[config.mk]
export PLATFORM = sky130hd
export DESIGN_NAME = mc_host_bridge
export DESIGN_NICKNAME = d
export VERILOG_FILES = /design/src/mc_host_pkg.sv /design/src/mc_noc_pkg.sv /design/src/mc_endpoint_fifos.sv /design/src/mc_fifo_small.sv /design/src/mc_host_bridge.sv /design/src/mc_piso.sv /design/src/mc_sipo.sv
export SDC_FILE = /design/constraint.sdc
export NUM_CORES = 1
export LEC_CHECK = 0
export ABC_AREA = 1
export BUFFER_PORTS_ARGS = -buffer_cell sky130_fd_sc_hd__buf_2
export CORE_ASPECT_RATIO = 1.75
export CORE_MARGIN = 4
export CORE_UTILIZATION = 36
export CTS_CLUSTER_SIZE = 8
export DETAILED_ROUTE_END_ITERATION = 10
export GPL_TIMING_DRIVEN = 0
export PLACE_DENSITY = 0.57
export SYNTH_ARGS = -nofsm -noshare
export SYNTH_HDL_FRONTEND = slang
export SYNTH_SLANG_ARGS = --single-unit
[constraint.sdc]
create_clock -name mc_req_sif -period 15.59 [get_ports mc_req_sif]
set_input_delay 3.118 -clock mc_req_sif [delete_from_list [all_inputs] [get_ports mc_req_sif]]
set_output_delay 3.118 -clock mc_req_sif [all_outputs]
set_load 0.01 [all_outputs]
[src/mc_host_pkg.sv]
`default_nettype none

package mc_host_pkg;

  localparam int mc_host_word_width_gp = 32;
  localparam int mc_words_per_pkt_gp   = 4;

  // register file layout
  localparam int mc_reg_reset_done_gp = 0;
  localparam int mc_reg_credits_gp    = 1;
  localparam int mc_rom_base_gp       = 2;
  localparam int mc_rom_els_gp        = 4;

  // configuration ROM listed from word 3 down to word 0
  localparam logic [mc_rom_els_gp-1:0][mc_host_word_width_gp-1:0] mc_rom_arr_gp = {
    32'h0000_0004,  // credit limit
    32'h0000_0000,  // host x/y
    32'h0004_0004,  // mesh size with y in the upper half
    32'h0001_0000   // version
  };

endpackage

`default_nettype wire

[src/mc_noc_pkg.sv]
`default_nettype none

package mc_noc_pkg;

  localparam int mc_packet_width_gp = 128;
  localparam int mc_addr_width_gp   = 32;
  localparam int mc_data_width_gp   = 32;
  localparam int mc_x_width_gp      = 8;
  localparam int mc_y_width_gp      = 8;
  localparam int mc_op_width_gp     = 4;
  localparam int mc_load_id_width_gp = 8;

  // unused upper bits of each view
  localparam int mc_req_pad_width_gp = mc_packet_width_gp - mc_op_width_gp
    - mc_addr_width_gp - mc_data_width_gp - 2 * (mc_x_width_gp + mc_y_width_gp);
  localparam int mc_rsp_pad_width_gp = mc_packet_width_gp - mc_op_width_gp
    - mc_data_width_gp - mc_load_id_width_gp - mc_x_width_gp - mc_y_width_gp;

  typedef enum logic [mc_op_width_gp-1:0] {
    e_op_load     = 4'h0,
    e_op_store    = 4'h1,
    e_op_response = 4'h2
  } mc_op_e;

  typedef struct packed {
    logic [mc_req_pad_width_gp-1:0] pad;
    logic [mc_y_width_gp-1:0]       dst_y;
    logic [mc_x_width_gp-1:0]       dst_x;
    logic [mc_y_width_gp-1:0]       src_y;
    logic [mc_x_width_gp-1:0]       src_x;
    logic [mc_data_width_gp-1:0]    data;
    logic [mc_addr_width_gp-1:0]    addr;
    mc_op_e                         op;
  } mc_req_pkt_s;

  typedef struct packed {
    logic [mc_rsp_pad_width_gp-1:0] pad;
    logic [mc_y_width_gp-1:0]       dst_y;
    logic [mc_x_width_gp-1:0]       dst_x;
    logic [mc_load_id_width_gp-1:0] load_id;
    logic [mc_data_width_gp-1:0]    data;
    mc_op_e                         op;
  } mc_rsp_pkt_s;

  // requests on the forward path, responses on the reverse path
  typedef union packed {
    mc_req_pkt_s req;
    mc_rsp_pkt_s rsp;
  } mc_packet_u;

endpackage

`default_nettype wire

[src/mc_endpoint_fifos.sv]
`timescale 1ns/1ps
`default_nettype none

module mc_endpoint_fifos
  import mc_noc_pkg::*;
#(
  parameter  int credits_max_p   = 4,
  localparam int credit_width_lp = $clog2(credits_max_p + 1)
) (
  input  logic                       mc_req_sif,
  input  logic                       arst_n_i,

  input  logic [mc_x_width_gp-1:0]   global_x_i,
  input  logic [mc_y_width_gp-1:0]   global_y_i,

  input  mc_packet_u                 endpoint_req_i,
  input  logic                       endpoint_req_v_i,
  output logic                       endpoint_req_ready_o,

  input  mc_packet_u                 endpoint_rsp_i,
  input  logic                       endpoint_rsp_v_i,
  output logic                       endpoint_rsp_ready_o,

  output mc_packet_u                 mc_req_o,
  output logic                       mc_req_v_o,
  input  logic                       mc_req_ready_i,

  output mc_packet_u                 mc_rsp_o,
  output logic                       mc_rsp_v_o,
  input  logic                       mc_rsp_ready_i,

  output mc_packet_u                 link_fwd_o,
  output logic                       link_fwd_v_o,
  input  logic                       link_fwd_ready_i,

  input  mc_packet_u                 link_rev_i,
  input  logic                       link_rev_v_i,
  output logic                       link_rev_ready_o,

  input  mc_packet_u                 link_fwd_i,
  input  logic                       link_fwd_v_i,
  output logic                       link_fwd_ready_o,

  output mc_packet_u                 link_rev_o,
  output logic                       link_rev_v_o,
  input  logic                       link_rev_ready_i,

  output logic [credit_width_lp-1:0] credits_used_o
);

  ////////////////////////////////////////////////////////////////////////////
  // host to mesh

  mc_packet_u                 stamped;
  mc_packet_u                 fwd_r;
  mc_packet_u                 rev_r;
  logic                       fwd_v_r;
  logic                       rev_v_r;
  logic [credit_width_lp-1:0] credits_r;
  logic                       req_fire;
  logic                       rsp_fire;
  logic                       rev_in_fire;

  // source coordinates always come from this tile
  always_comb begin
    stamped           = endpoint_req_i;
    stamped.req.src_x = global_x_i;
    stamped.req.src_y = global_y_i;
  end

  assign endpoint_req_ready_o = (credits_r != credit_width_lp'(credits_max_p))
                              & (~fwd_v_r | link_fwd_ready_i);
  assign endpoint_rsp_ready_o = ~rev_v_r | link_rev_ready_i;
  assign req_fire             = endpoint_req_v_i & endpoint_req_ready_o;
  assign rsp_fire             = endpoint_rsp_v_i & endpoint_rsp_ready_o;

  assign link_fwd_o   = fwd_r;
  assign link_fwd_v_o = fwd_v_r;
  assign link_rev_o   = rev_r;
  assign link_rev_v_o = rev_v_r;

  always_ff @(posedge mc_req_sif or negedge arst_n_i) begin
    if (!arst_n_i) begin
      fwd_v_r <= 1'b0;
      rev_v_r <= 1'b0;
    end else begin
      if (req_fire) begin
        fwd_v_r <= 1'b1;
      end else if (link_fwd_ready_i) begin
        fwd_v_r <= 1'b0;
      end
      if (rsp_fire) begin
        rev_v_r <= 1'b1;
      end else if (link_rev_ready_i) begin
        rev_v_r <= 1'b0;
      end
    end
  end

  always_ff @(posedge mc_req_sif) begin
    if (req_fire) begin
      fwd_r <= stamped;
    end
    if (rsp_fire) begin
      rev_r <= endpoint_rsp_i;
    end
  end

  ////////////////////////////////////////////////////////////////////////////
  // mesh to host straight into the buffers

  assign mc_req_o         = link_fwd_i;
  assign mc_req_v_o       = link_fwd_v_i;
  assign link_fwd_ready_o = mc_req_ready_i;

  assign mc_rsp_o         = link_rev_i;
  assign mc_rsp_v_o       = link_rev_v_i;
  assign link_rev_ready_o = mc_rsp_ready_i;

  ////////////////////////////////////////////////////////////////////////////
  // credits

  // one credit per request in flight until its response comes back
  assign rev_in_fire = link_rev_v_i & link_rev_ready_o;

  always_ff @(posedge mc_req_sif or negedge arst_n_i) begin
    if (!arst_n_i) begin
      credits_r <= '0;
    end else begin
      credits_r <= credits_r + credit_width_lp'(req_fire)
                             - credit_width_lp'(rev_in_fire);
    end
  end

  assign credits_used_o = credits_r;

  a_credit_max: assert property (@(posedge mc_req_sif) disable iff (!arst_n_i)
    credits_r <= credit_width_lp'(credits_max_p));

  // a response with nothing outstanding came from nowhere
  a_credit_underflow: assert property (@(posedge mc_req_sif) disable iff (!arst_n_i)
    rev_in_fire |-> credits_r != '0);

endmodule

`default_nettype wire

[src/mc_fifo_small.sv]
`timescale 1ns/1ps
`default_nettype none

module mc_fifo_small
  import mc_noc_pkg::*;
#(
  parameter int els_p = 4
) (
  input  logic       mc_req_sif,
  input  logic       arst_n_i,

  input  logic       v_i,
  input  mc_packet_u data_i,
  output logic       ready_o,

  output logic       v_o,
  output mc_packet_u data_o,
  input  logic       yumi_i
);

  localparam int ptr_width_lp = (els_p > 1) ? $clog2(els_p) : 1;
  localparam int cnt_width_lp = $clog2(els_p + 1);

  mc_packet_u              mem_r [els_p];
  logic [ptr_width_lp-1:0] rptr_r;
  logic [ptr_width_lp-1:0] wptr_r;
  logic [cnt_width_lp-1:0] cnt_r;
  logic                    enq;

  assign enq     = v_i & ready_o;
  assign ready_o = (cnt_r != cnt_width_lp'(els_p));
  assign v_o     = (cnt_r != '0);
  assign data_o  = mem_r[rptr_r];

  always_ff @(posedge mc_req_sif or negedge arst_n_i) begin
    if (!arst_n_i) begin
      rptr_r <= '0;
      wptr_r <= '0;
      cnt_r  <= '0;
    end else begin
      if (enq) begin
        wptr_r <= (wptr_r == ptr_width_lp'(els_p - 1)) ? '0 : wptr_r + 1'b1;
      end
      if (yumi_i) begin
        rptr_r <= (rptr_r == ptr_width_lp'(els_p - 1)) ? '0 : rptr_r + 1'b1;
      end
      case ({enq, yumi_i})
        2'b10:   cnt_r <= cnt_r + 1'b1;
        2'b01:   cnt_r <= cnt_r - 1'b1;
        default: cnt_r <= cnt_r;
      endcase
    end
  end

  always_ff @(posedge mc_req_sif) begin
    if (enq) begin
      mem_r[wptr_r] <= data_i;
    end
  end

  // a write must never land on an entry that is still unread
  a_no_write_full: assert property (@(posedge mc_req_sif) disable iff (!arst_n_i)
    enq && (wptr_r == rptr_r) |-> (cnt_r == '0));

endmodule

`default_nettype wire

[src/mc_host_bridge.sv]
`timescale 1ns/1ps
`default_nettype none

module mc_host_bridge
  import mc_noc_pkg::*;
  import mc_host_pkg::*;
#(
  parameter int els_p         = 4,
  parameter int credits_max_p = 4
) (
  input  logic                             mc_req_sif,
  input  logic                             arst_n_i,
  input  logic                             reset_done_i,
  input  logic [mc_x_width_gp-1:0]         global_x_i,
  input  logic [mc_y_width_gp-1:0]         global_y_i,

  input  logic [mc_host_word_width_gp-1:0] host_req_word_i,
  input  logic                             host_req_v_i,
  output logic                             host_req_ready_o,
  input  logic [mc_host_word_width_gp-1:0] host_rsp_word_i,
  input  logic                             host_rsp_v_i,
  output logic                             host_rsp_ready_o,

  output logic [mc_host_word_width_gp-1:0] mc_req_word_o,
  output logic                             mc_req_v_o,
  input  logic                             mc_req_ready_i,
  output logic [mc_host_word_width_gp-1:0] mc_rsp_word_o,
  output logic                             mc_rsp_v_o,
  input  logic                             mc_rsp_ready_i,

  input  logic [2:0]                       reg_addr_i,
  output logic [mc_host_word_width_gp-1:0] reg_data_o,

  output mc_packet_u                       link_fwd_o,
  output logic                             link_fwd_v_o,
  input  logic                             link_fwd_ready_i,
  input  mc_packet_u                       link_rev_i,
  input  logic                             link_rev_v_i,
  output logic                             link_rev_ready_o,
  input  mc_packet_u                       link_fwd_i,
  input  logic                             link_fwd_v_i,
  output logic                             link_fwd_ready_o,
  output mc_packet_u                       link_rev_o,
  output logic                             link_rev_v_o,
  input  logic                             link_rev_ready_i
);

  localparam int credit_width_lp = $clog2(credits_max_p + 1);
  localparam int rom_sel_lp      = $clog2(mc_rom_els_gp);

  mc_packet_u ep_req, ep_rsp;
  logic       ep_req_v, ep_req_ready, ep_rsp_v, ep_rsp_ready;

  mc_packet_u fifo_req_in, fifo_rsp_in, fifo_req_out, fifo_rsp_out;
  logic       fifo_req_in_v, fifo_req_in_ready, fifo_rsp_in_v, fifo_rsp_in_ready;
  logic       fifo_req_out_v, fifo_rsp_out_v, piso_req_ready, piso_rsp_ready;

  logic [credit_width_lp-1:0] credits_used;
  logic [2:0]                 rom_idx;

  ////////////////////////////////////////////////////////////////////////////
  // host words in

  mc_sipo i_req_sipo (
    .mc_req_sif, .arst_n_i,
    .v_i(host_req_v_i), .data_i(host_req_word_i), .ready_o(host_req_ready_o),
    .v_o(ep_req_v), .data_o(ep_req), .yumi_i(ep_req_v & ep_req_ready)
  );

  mc_sipo i_rsp_sipo (
    .mc_req_sif, .arst_n_i,
    .v_i(host_rsp_v_i), .data_i(host_rsp_word_i), .ready_o(host_rsp_ready_o),
    .v_o(ep_rsp_v), .data_o(ep_rsp), .yumi_i(ep_rsp_v & ep_rsp_ready)
  );

  mc_endpoint_fifos #(.credits_max_p(credits_max_p)) i_endpoint (
    .mc_req_sif, .arst_n_i, .global_x_i, .global_y_i,
    .endpoint_req_i(ep_req), .endpoint_req_v_i(ep_req_v),
    .endpoint_req_ready_o(ep_req_ready),
    .endpoint_rsp_i(ep_rsp), .endpoint_rsp_v_i(ep_rsp_v),
    .endpoint_rsp_ready_o(ep_rsp_ready),
    .mc_req_o(fifo_req_in), .mc_req_v_o(fifo_req_in_v), .mc_req_ready_i(fifo_req_in_ready),
    .mc_rsp_o(fifo_rsp_in), .mc_rsp_v_o(fifo_rsp_in_v), .mc_rsp_ready_i(fifo_rsp_in_ready),
    .link_fwd_o, .link_fwd_v_o, .link_fwd_ready_i,
    .link_rev_i, .link_rev_v_i, .link_rev_ready_o,
    .link_fwd_i, .link_fwd_v_i, .link_fwd_ready_o,
    .link_rev_o, .link_rev_v_o, .link_rev_ready_i,
    .credits_used_o(credits_used)
  );

  ////////////////////////////////////////////////////////////////////////////
  // mesh packets out to host words

  mc_fifo_small #(.els_p(els_p)) i_req_fifo (
    .mc_req_sif, .arst_n_i,
    .v_i(fifo_req_in_v), .data_i(fifo_req_in), .ready_o(fifo_req_in_ready),
    .v_o(fifo_req_out_v), .data_o(fifo_req_out), .yumi_i(fifo_req_out_v & piso_req_ready)
  );

  mc_fifo_small #(.els_p(els_p)) i_rsp_fifo (
    .mc_req_sif, .arst_n_i,
    .v_i(fifo_rsp_in_v), .data_i(fifo_rsp_in), .ready_o(fifo_rsp_in_ready),
    .v_o(fifo_rsp_out_v), .data_o(fifo_rsp_out), .yumi_i(fifo_rsp_out_v & piso_rsp_ready)
  );

  mc_piso i_req_piso (
    .mc_req_sif, .arst_n_i,
    .v_i(fifo_req_out_v), .data_i(fifo_req_out), .ready_o(piso_req_ready),
    .v_o(mc_req_v_o), .data_o(mc_req_word_o), .ready_i(mc_req_ready_i)
  );

  mc_piso i_rsp_piso (
    .mc_req_sif, .arst_n_i,
    .v_i(fifo_rsp_out_v), .data_i(fifo_rsp_out), .ready_o(piso_rsp_ready),
    .v_o(mc_rsp_v_o), .data_o(mc_rsp_word_o), .ready_i(mc_rsp_ready_i)
  );

  // register read port
  assign rom_idx = reg_addr_i - 3'(mc_rom_base_gp);

  always_comb begin
    reg_data_o = '0;
    if (reg_addr_i == 3'(mc_reg_reset_done_gp)) begin
      reg_data_o[0] = reset_done_i;
    end else if (reg_addr_i == 3'(mc_reg_credits_gp)) begin
      reg_data_o[credit_width_lp-1:0] = credits_used;
    end else if (rom_idx < 3'(mc_rom_els_gp)) begin
      reg_data_o = mc_rom_arr_gp[rom_idx[rom_sel_lp-1:0]];
    end
  end

endmodule

`default_nettype wire

[src/mc_piso.sv]
`timescale 1ns/1ps
`default_nettype none

module mc_piso
  import mc_noc_pkg::*;
  import mc_host_pkg::*;
(
  input  logic                             mc_req_sif,
  input  logic                             arst_n_i,

  input  logic                             v_i,
  input  mc_packet_u                       data_i,
  output logic                             ready_o,

  output logic                             v_o,
  output logic [mc_host_word_width_gp-1:0] data_o,
  input  logic                             ready_i
);

  localparam int sel_width_lp = $clog2(mc_words_per_pkt_gp);

  logic                    busy_r;
  logic [sel_width_lp:0]   idx_r;
  logic [mc_words_per_pkt_gp-1:0][mc_host_word_width_gp-1:0] word_r;

  assign ready_o = ~busy_r;
  assign v_o     = busy_r;
  assign data_o  = word_r[idx_r[sel_width_lp-1:0]];

  always_ff @(posedge mc_req_sif or negedge arst_n_i) begin
    if (!arst_n_i) begin
      busy_r <= 1'b0;
      idx_r  <= '0;
    end else if (v_i & ready_o) begin
      busy_r <= 1'b1;
      idx_r  <= '0;
    end else if (v_o & ready_i) begin
      if (idx_r == (sel_width_lp + 1)'(mc_words_per_pkt_gp - 1)) begin
        busy_r <= 1'b0;
        idx_r  <= '0;
      end else begin
        idx_r <= idx_r + 1'b1;
      end
    end
  end

  always_ff @(posedge mc_req_sif) begin
    if (v_i & ready_o) begin
      word_r <= data_i;
    end
  end

  a_idx_in_range: assert property (@(posedge mc_req_sif) disable iff (!arst_n_i)
    idx_r < (sel_width_lp + 1)'(mc_words_per_pkt_gp));

endmodule

`default_nettype wire

[src/mc_sipo.sv]
`timescale 1ns/1ps
`default_nettype none

module mc_sipo
  import mc_noc_pkg::*;
  import mc_host_pkg::*;
(
  input  logic                             mc_req_sif,
  input  logic                             arst_n_i,

  input  logic                             v_i,
  input  logic [mc_host_word_width_gp-1:0] data_i,
  output logic                             ready_o,

  output logic                             v_o,
  output mc_packet_u                       data_o,
  input  logic                             yumi_i
);

  localparam int cnt_width_lp = $clog2(mc_words_per_pkt_gp);

  logic [cnt_width_lp-1:0] cnt_r;
  logic                    full_r;
  logic [mc_words_per_pkt_gp-1:0][mc_host_word_width_gp-1:0] word_r;
  logic                    accept;

  assign accept  = v_i & ready_o;
  assign ready_o = ~full_r;
  assign v_o     = full_r;
  assign data_o  = word_r;

  always_ff @(posedge mc_req_sif or negedge arst_n_i) begin
    if (!arst_n_i) begin
      cnt_r  <= '0;
      full_r <= 1'b0;
    end else if (accept) begin
      cnt_r <= cnt_r + 1'b1;
      if (cnt_r == cnt_width_lp'(mc_words_per_pkt_gp - 1)) begin
        full_r <= 1'b1;
      end
    end else if (yumi_i) begin
      full_r <= 1'b0;
    end
  end

  // low word first
  always_ff @(posedge mc_req_sif) begin
    if (accept) begin
      word_r[cnt_r] <= data_i;
    end
  end

  // consumer may only take a finished packet
  a_yumi_needs_v: assert property (@(posedge mc_req_sif) disable iff (!arst_n_i)
    yumi_i |-> v_o);

endmodule

`default_nettype wire

Word level (Yosys, flattened, before mapping)
Memory sizes are Yosys's and may differ from the RTL's. A register that Yosys moved wholly into a read port is not among the register bits.
Cells that the tools add are included.
{ "classes": {"n_addsub": 15, "n_lt_le_gt_ge": 8, "n_eq_ne": 18, "n_mux": 49, "bitwise": 19, "reduce_logical": 19} }
{ "ops": {"columns": ["operator", "n"], "rows": [
  ["bitwise mux 128 bit", 2],
  ["binary-select mux 32 bit (select 2 bit)", 3],
  ["two-way mux 32 bit", 6],
  ["demux 32 bit (select 2 bit)", 2],
  ["two-way mux 31 bit", 1],
  ["two-way mux 29 bit", 1],
  ["two-way mux 1 bit", 21],
  ["two-way mux 3 bit", 7],
  ["nonzero test 2 bit", 10],
  ["equality test 2 bit (second input constant)", 8],
  ["less-than comparator 2 x 3 -> 1 bit (second input constant)", 5],
  ["adder 2 x 1 -> 2 bit (second input constant)", 6],
  ["adder 3 x 1 -> 3 bit (second input constant)", 4],
  ["case mux 3 bit (2 select lines)", 2],
  ["bitwise AND 1 bit", 11],
  ["!= test 3 bit (second input constant)", 3],
  ["two-way mux 2 bit", 4],
  ["AND reduction 2 bit", 4],
  ["equality test 3 x 2 -> 1 bit (second input constant)", 2],
  ["NOT 1 bit", 6],
  ["nonzero test 3 bit", 2],
  ["subtractor 3 x 1 -> 3 bit (second input constant)", 2],
  ["equality test 2 x 1 -> 1 bit (second input constant)", 2],
  [">= comparator 2 x 1 -> 1 bit (second input constant)", 2],
  ["other kinds (9)", 12]
]} }
{ "totals": {"ff_bits": 545, "ram_bits": 1024, "input_bits": 350, "out_inout_bits": 360, "elab_cells": 157, "mem_count": 2} }
{ "mem_list": {"columns": ["memory", "words", "width", "rd", "rd_clocked_by_memory_dff", "wr", "line", "source"], "rows": [
  ["i_req_fifo.mem_r", 4, 128, 1, 1, 1, "mc_fifo_small.sv:24", "mc_packet_u mem_r [els_p];"],
  ["i_rsp_fifo.mem_r", 4, 128, 1, 1, 1, "mc_fifo_small.sv:24", null]
]} }

Logic depth before layout (Yosys ltp)
{ "depth": {"ltp_word": 6, "depth_mapped": 12, "depth_no_buf": 12} }

By module
Synthesis repeated with hierarchy kept, for this count alone.
{ "hier_totals": {"cells_unflattened": 5068, "area_unflattened_um2": 71358.4} }
{ "by_module_without_submodules": {"columns": ["module", "n_inst", "cells_per_inst", "area_per_inst_um2", "seq_area_each_um2"], "rows": [
  ["mc_fifo_small (i_req_fifo)", 1, 1548, 20887.5, 15549.9],
  ["mc_fifo_small (i_rsp_fifo)", 1, 1548, 20860.0, 15549.9],
  ["mc_piso", 2, 528, 5621.6, 3943.8],
  ["mc_endpoint_fifos", 1, 552, 9940.8, 7812.5],
  ["mc_sipo", 2, 156, 4058.9, 3918.8],
  ["mc_host_bridge", 1, 52, 309.0, 0.0]
]} }

Worst setup path after synthesis
Ideal clock, no wire load.
{ "synth_timing": {"path_type": "input -> register", "startpoint": "input port link_fwd_ready_i", "endpoint": "register i_endpoint.credits_r[2] (netlist: i_endpoint.credits_used_o[2])", "setup_ns": 0.122, "t_arrival_ns": 9.953, "required_time_ns": 15.468, "path_slack_ns": 5.515, "cell_stages": 8, "n_path_buf": 0, "cell_sequence": "inv_1 > nand2_1 > nand2_1 > nor2_1 > ha_1 > inv_1 > fa_1 > xor2_1"} }
{ "synth_via": {"elab_chain_cells": 5} }
{ "synth_rtl": {"columns": ["item", "line", "source"], "rows": [
  ["from (decl)", "mc_host_bridge.sv:36", "input logic link_fwd_ready_i,"],
  ["bitwise OR 1 bit", "mc_endpoint_fifos.sv:72", "& (~fwd_v_r | link_fwd_ready_i);"],
  ["bitwise AND 1 bit", "mc_endpoint_fifos.sv:72", null],
  ["bitwise AND 1 bit", "mc_endpoint_fifos.sv:74", "assign req_fire = endpoint_req_v_i & endpoint_req_ready_o;"],
  ["named net i_endpoint.req_fire", "mc_endpoint_fifos.sv:60", "logic req_fire;"],
  ["adder 3 x 1 -> 3 bit", "mc_endpoint_fifos.sv:130", "credits_r <= credits_r + credit_width_lp'(req_fire)"],
  ["subtractor 3 x 1 -> 3 bit", "mc_endpoint_fifos.sv:131", "- credit_width_lp'(rev_in_fire);"],
  ["to (signal assigned)", "mc_endpoint_fifos.sv:130", null],
  ["to (decl)", "mc_endpoint_fifos.sv:59", "logic [credit_width_lp-1:0] credits_r;"]
]} }
The timed path passes the listed nets, and every way through them passes these cells.
A chain may end at the register's enable or synchronous reset.

Worst setup path after layout
{ "layout_timing": {"startpoint": "input port reg_addr_i[1]", "endpoint": "output port reg_data_o[0]"} }
{ "layout_via": {"elab_chain_cells": 6, "elab_cells_between_ends": 9, "cone_classes": "add/sub: 1; order compare: 1; eq/ne: 1; mux: 5; reduce/logical: 1"} }
{ "layout_rtl": {"columns": ["item", "line", "source"], "rows": [
  ["from (decl)", "mc_host_bridge.sv:31", "input logic [2:0] reg_addr_i,"],
  ["subtractor 3 x 2 -> 3 bit", "mc_host_bridge.sv:119", "assign rom_idx = reg_addr_i - 3'(mc_rom_base_gp);"],
  ["binary-select mux 32 bit (select 2 bit)", "mc_host_bridge.sv:128", "reg_data_o = mc_rom_arr_gp[rom_idx[rom_sel_lp-1:0]];"],
  ["two-way mux 32 bit (implied by the code)", "mc_host_bridge.sv:128", null],
  ["two-way mux 32 bit", "mc_host_bridge.sv:127", "end else if (rom_idx < 3'(mc_rom_els_gp)) begin"],
  ["two-way mux 3 bit", "mc_host_bridge.sv:125", "end else if (reg_addr_i == 3'(mc_reg_credits_gp)) begin"],
  ["two-way mux 1 bit (*)", "mc_host_bridge.sv:123", "if (reg_addr_i == 3'(mc_reg_reset_done_gp)) begin"],
  ["to (decl)", "mc_host_bridge.sv:32", "output logic [mc_host_word_width_gp-1:0] reg_data_o,"]
]} }
Mark *: on every way between the ends. The rest lies on a longest branch, timed or not. The select of a mux whose other input is x is not followed.

==> metrics.md <==
| Metric | Value |
|---|---|
| Outcome | `finished with violations` |
| Failing checks | `max-capacitance violations` |
| Adder-cell area share of the yosys netlist | `0.534%` |
| CP max FO | `4` |
| Critical Path RT | `12.47 ns` |
| Vias in the first global route | `38206` |
| Initial antenna violation count | `104` |
| PortBufs | `682` |
| Post-DP Area | `73000 um^2` |
| Total track usage | `19.5%` |
| Post-synthesis sequential area ratio | `83.2%` |
| I/O pins | `710` |
| Grt met1 use | `20.6%` |
| Synth Warn # | `0` |
| Util after Layout | `44.7%` |
| Hold Buf Count CTS | `0` |
| Worst setup SP type | `primary input` |
| Placed cells | `7348` |
| CTS resizes | `0` |
| Met2 GRT Util | `between 30% and 40%` |
| Clk buf depth | `4` |
| CP Data Arrival Time | `3.83 ns` |
| Synth Area in XOR/XNOR | `less than 1%` |
| #FFs+latches synth | `roughly 1800` |
| Starting DRT DRC Count | `3284` |
| Skew-Pair Late Insertion Delay | `roughly 0.80 ns` |
| Crit end category | `output port` |
| Crit-path most repeated cell | `buf_2` |
| GPL Wtd Cong | `0.965` |
| Post-Synthesis Cell Area | `roughly 65000 um^2` |
| Period utilization | `roughly 45%` |
| Core area | `180000 um^2` |
| Final cell count without fillers | `7736` |
| Setup bufs post-CTS | `0` |
| CTS H-tree depth | `5` |
| Max Fclk | `roughly 140 MHz` |
| Finished Cell Area | `80500 um^2` |
| Worst-Margin Slew | `around 1.5 ns` |
| Total of max-cap violations | `1` |
| Grt peak-use layer | `met2` |
| Crit path max-delay family | `buffers and inverters` |
| Clock sink count | `1809` |
| Worst path bufs/invs | `2` |
| Pwr dens | `~200 nW/um^2` |
| Compound-cell area share of the yosys netlist | `between 7 and 8%` |
| Post-DP HPWL | `136000 um` |
| Crit path largest cell delay | `~0.20 ns` |
| Mapped Cells | `4188` |
| Global route total overflow | `0` |
| Slew HR | `0.724%` |
| Area delta synth->final | `23.6%` |
| Drt pass-1 iters | `7` |
| Combinational family with the most area after synthesis | `compound AO/OA/AOI/OAI gates` |
| Slowest-stage cell, CP | `a21oi_1` |
| Critical path class | `in -> out` |
| Hold_ws | `0.393 ns` |
| Via density | `roughly 5` |
| Clock-pin slew on the worst setup and hold paths | `0.05 ns` |
| Initial Util | `36.2%` |
| Final setup viols | `0` |
| CTS tree | `built` |
| Layout cell share with drive strength beyond 1 | `between 20% and 30%` |
| Post-synthesis simple-gate area fraction | `slightly above 6%` |
| Final WL | `~190000 um` |
| Max VDD drop | `between 0.00015 and 0.0002 V` |
| Post-Route Skew | `between 0.04 and 0.05 ns` |
| Mux cell area share after synthesis | `0%` |
| First-pass GRT wire length | `265000 um` |
| CTS Root Cell | `clkbuf_16` |
| RSZ-0062 raised after global routing | `no` |
| Commonest cells after routing, fill and taps aside | `1776 x edfxtp_1, 965 x nor2_1, 762 x buf_2` |
| Row count | `around 200` |
| Most common cell after layout, fill and taps aside | `edfxtp_1` |
| Final hold violation count | `0` |
| Period minus WS final | `a little under 7 ns` |
| Setup_tns | `0 ns` |
| Fillers | `approximately 16000` |
| P_leak | `28.2 nW` |
| Worst Hold Class | `reg -> reg` |
| GRT met3 Usage | `6.19%` |
| Post-Syn Area per Cell | `~16 um^2` |
| Layout Nets | `roughly 5600` |
| Cell Chain, Critical Path | `buf_2 -> nor2_1 -> o21ai_0 -> a21oi_1 -> buf_2` |
| Detail Route Antenna Nets | `0` |
| Largest net degree at the start of global routing | `77` |
| Final max-slew violation count | `0` |
| Library cells used by synthesis | `27` |
| DR WL/cell | `24.5 um` |
| CTS buffer count | `269` |
| Die footprint | `approximately 190000 um^2` |
| DRC Markers | `0` |
| Die Span Y | `around 570 um` |
| Routed via count | `38385` |
| Chip width | `329 um` |
==> worst register-to-register path, cell delays in order, from the launching register on <==
cell and delay, ns:
dfrtp_1 0.37, nor2_1 0.08, nand2_1 0.14, nand2_1 0.35
nor2_4 0.87, buf_12 0.29, buf_12 0.27
==> sequential cells by signal (all words and copies together) (netlist names), 3 cells and up <==
register,flops
i_rsp_piso.word_r,128
i_endpoint.credits_used_o,3
i_rsp_sipo.data_o,128
i_endpoint.link_fwd_o,128
i_req_fifo.cnt_r,3
i_req_sipo.data_o,112
i_endpoint.link_rev_o,128
i_rsp_fifo.cnt_r,3
i_rsp_fifo.mem_r,512
i_req_piso.idx_r,3
i_req_piso.word_r,128
i_rsp_piso.idx_r,3
i_req_fifo.mem_r,512
==> metrics by stage <==
stage | power (mW) | worst slack (ns)
after detailed placement | 11.3 | 8.59
final | 16.3 | 8.64
after global placement | 11.4 | 0.853
after floorplan | 9.34 | 5.52
after CTS | 16.5 | 8.58
after global routing | 17.1 | 8.49
==> cell usage after synthesis, drive strengths merged <==
library cell / instances / area, um^2
a21oi: 9 / 45.0
o22ai: 2 / 12.5
xnor2: 2 / 17.5
nor2: 981 / 3680
dfrtp: 33 / 826
nand4: 2 / 12.5
nor4: 1 / 6.26
ha: 23 / 288
clkinv: 2 / 7.51
buf: 154 / 1030
xor2: 3 / 26.3
conb: 1 / 3.75
or2: 2 / 12.5
clkbuf: 83 / 319
nand3: 11 / 55.1
nor3: 2 / 10.0
inv: 66 / 253
o21ai: 970 / 4850
fa: 3 / 60.1
nand2: 62 / 233
edfxtp: 1776 / 53300
==> logic make-up (layout without fill, tap and decap cells) <==
group           after synthesis  after routing
fa+ha+maj                    26             26
compound gates              981            981
simple gates               1061           1061
buf+inv                     305           1378
other cells                   1             84
flops                      1809           1809
xor+xnor                      5              5
==> cell type report <==
type	count	area, um^2	share of cell area [%]
inverter	68	270	0.336
tap	2392	2990	3.72
buffer	237	1350	1.67
sequential	1809	54200	67.3
clock inverter	21	332	0.412
multi-input combinational	2100	9540	11.9
timing repair buffer	742	4720	5.86
clock buffer	310	6970	8.66
antenna	57	143	0.177
==> power breakdown <==
group / total (mW) / switching [mW] / leakage, nW / internal [mW]
logic: 4.19 / 2.98 / 7.95 / 1.20
registers: 7.03 / 0.346 / 16.7 / 6.68
clock network: 5.10 / 1.96 / 3.55 / 3.14
total: 16.3 / 5.29 / 28.2 / 11.0
==> worst paths after layout <==
check,slack (ns),to,cells after the start,startpoint
max in group asynchronous,12.33,i_req_fifo.cnt_r[1],1,arst_n_i
min in group asynchronous,2.54,i_rsp_sipo.cnt_r[1],1,arst_n_i
worst max-delay path,8.64,reg_data_o[0],5,reg_addr_i[1]
worst min register to register,0.39,i_endpoint.link_fwd_o[92],0,i_req_sipo.data_o[92]
worst min-delay path,0.39,i_endpoint.link_fwd_o[92],0,i_req_sipo.data_o[92]
worst max register to register,12.89,i_rsp_fifo.mem_r[0][24],6,i_rsp_fifo.cnt_r[0]
==> layer usage <==
| metal | share of wire (%) | vias to the layer above |
|---|---|---|
| met5 | 0.17 | - |
| met4 | 6.1 | 50 |
| met3 | 9.8 | 434 |
| met2 | 50 | 1741 |
| met1 | 34 | 18786 |
| li1 | - | 17374 |
Note: power is estimated with default switching activity, not from simulation.
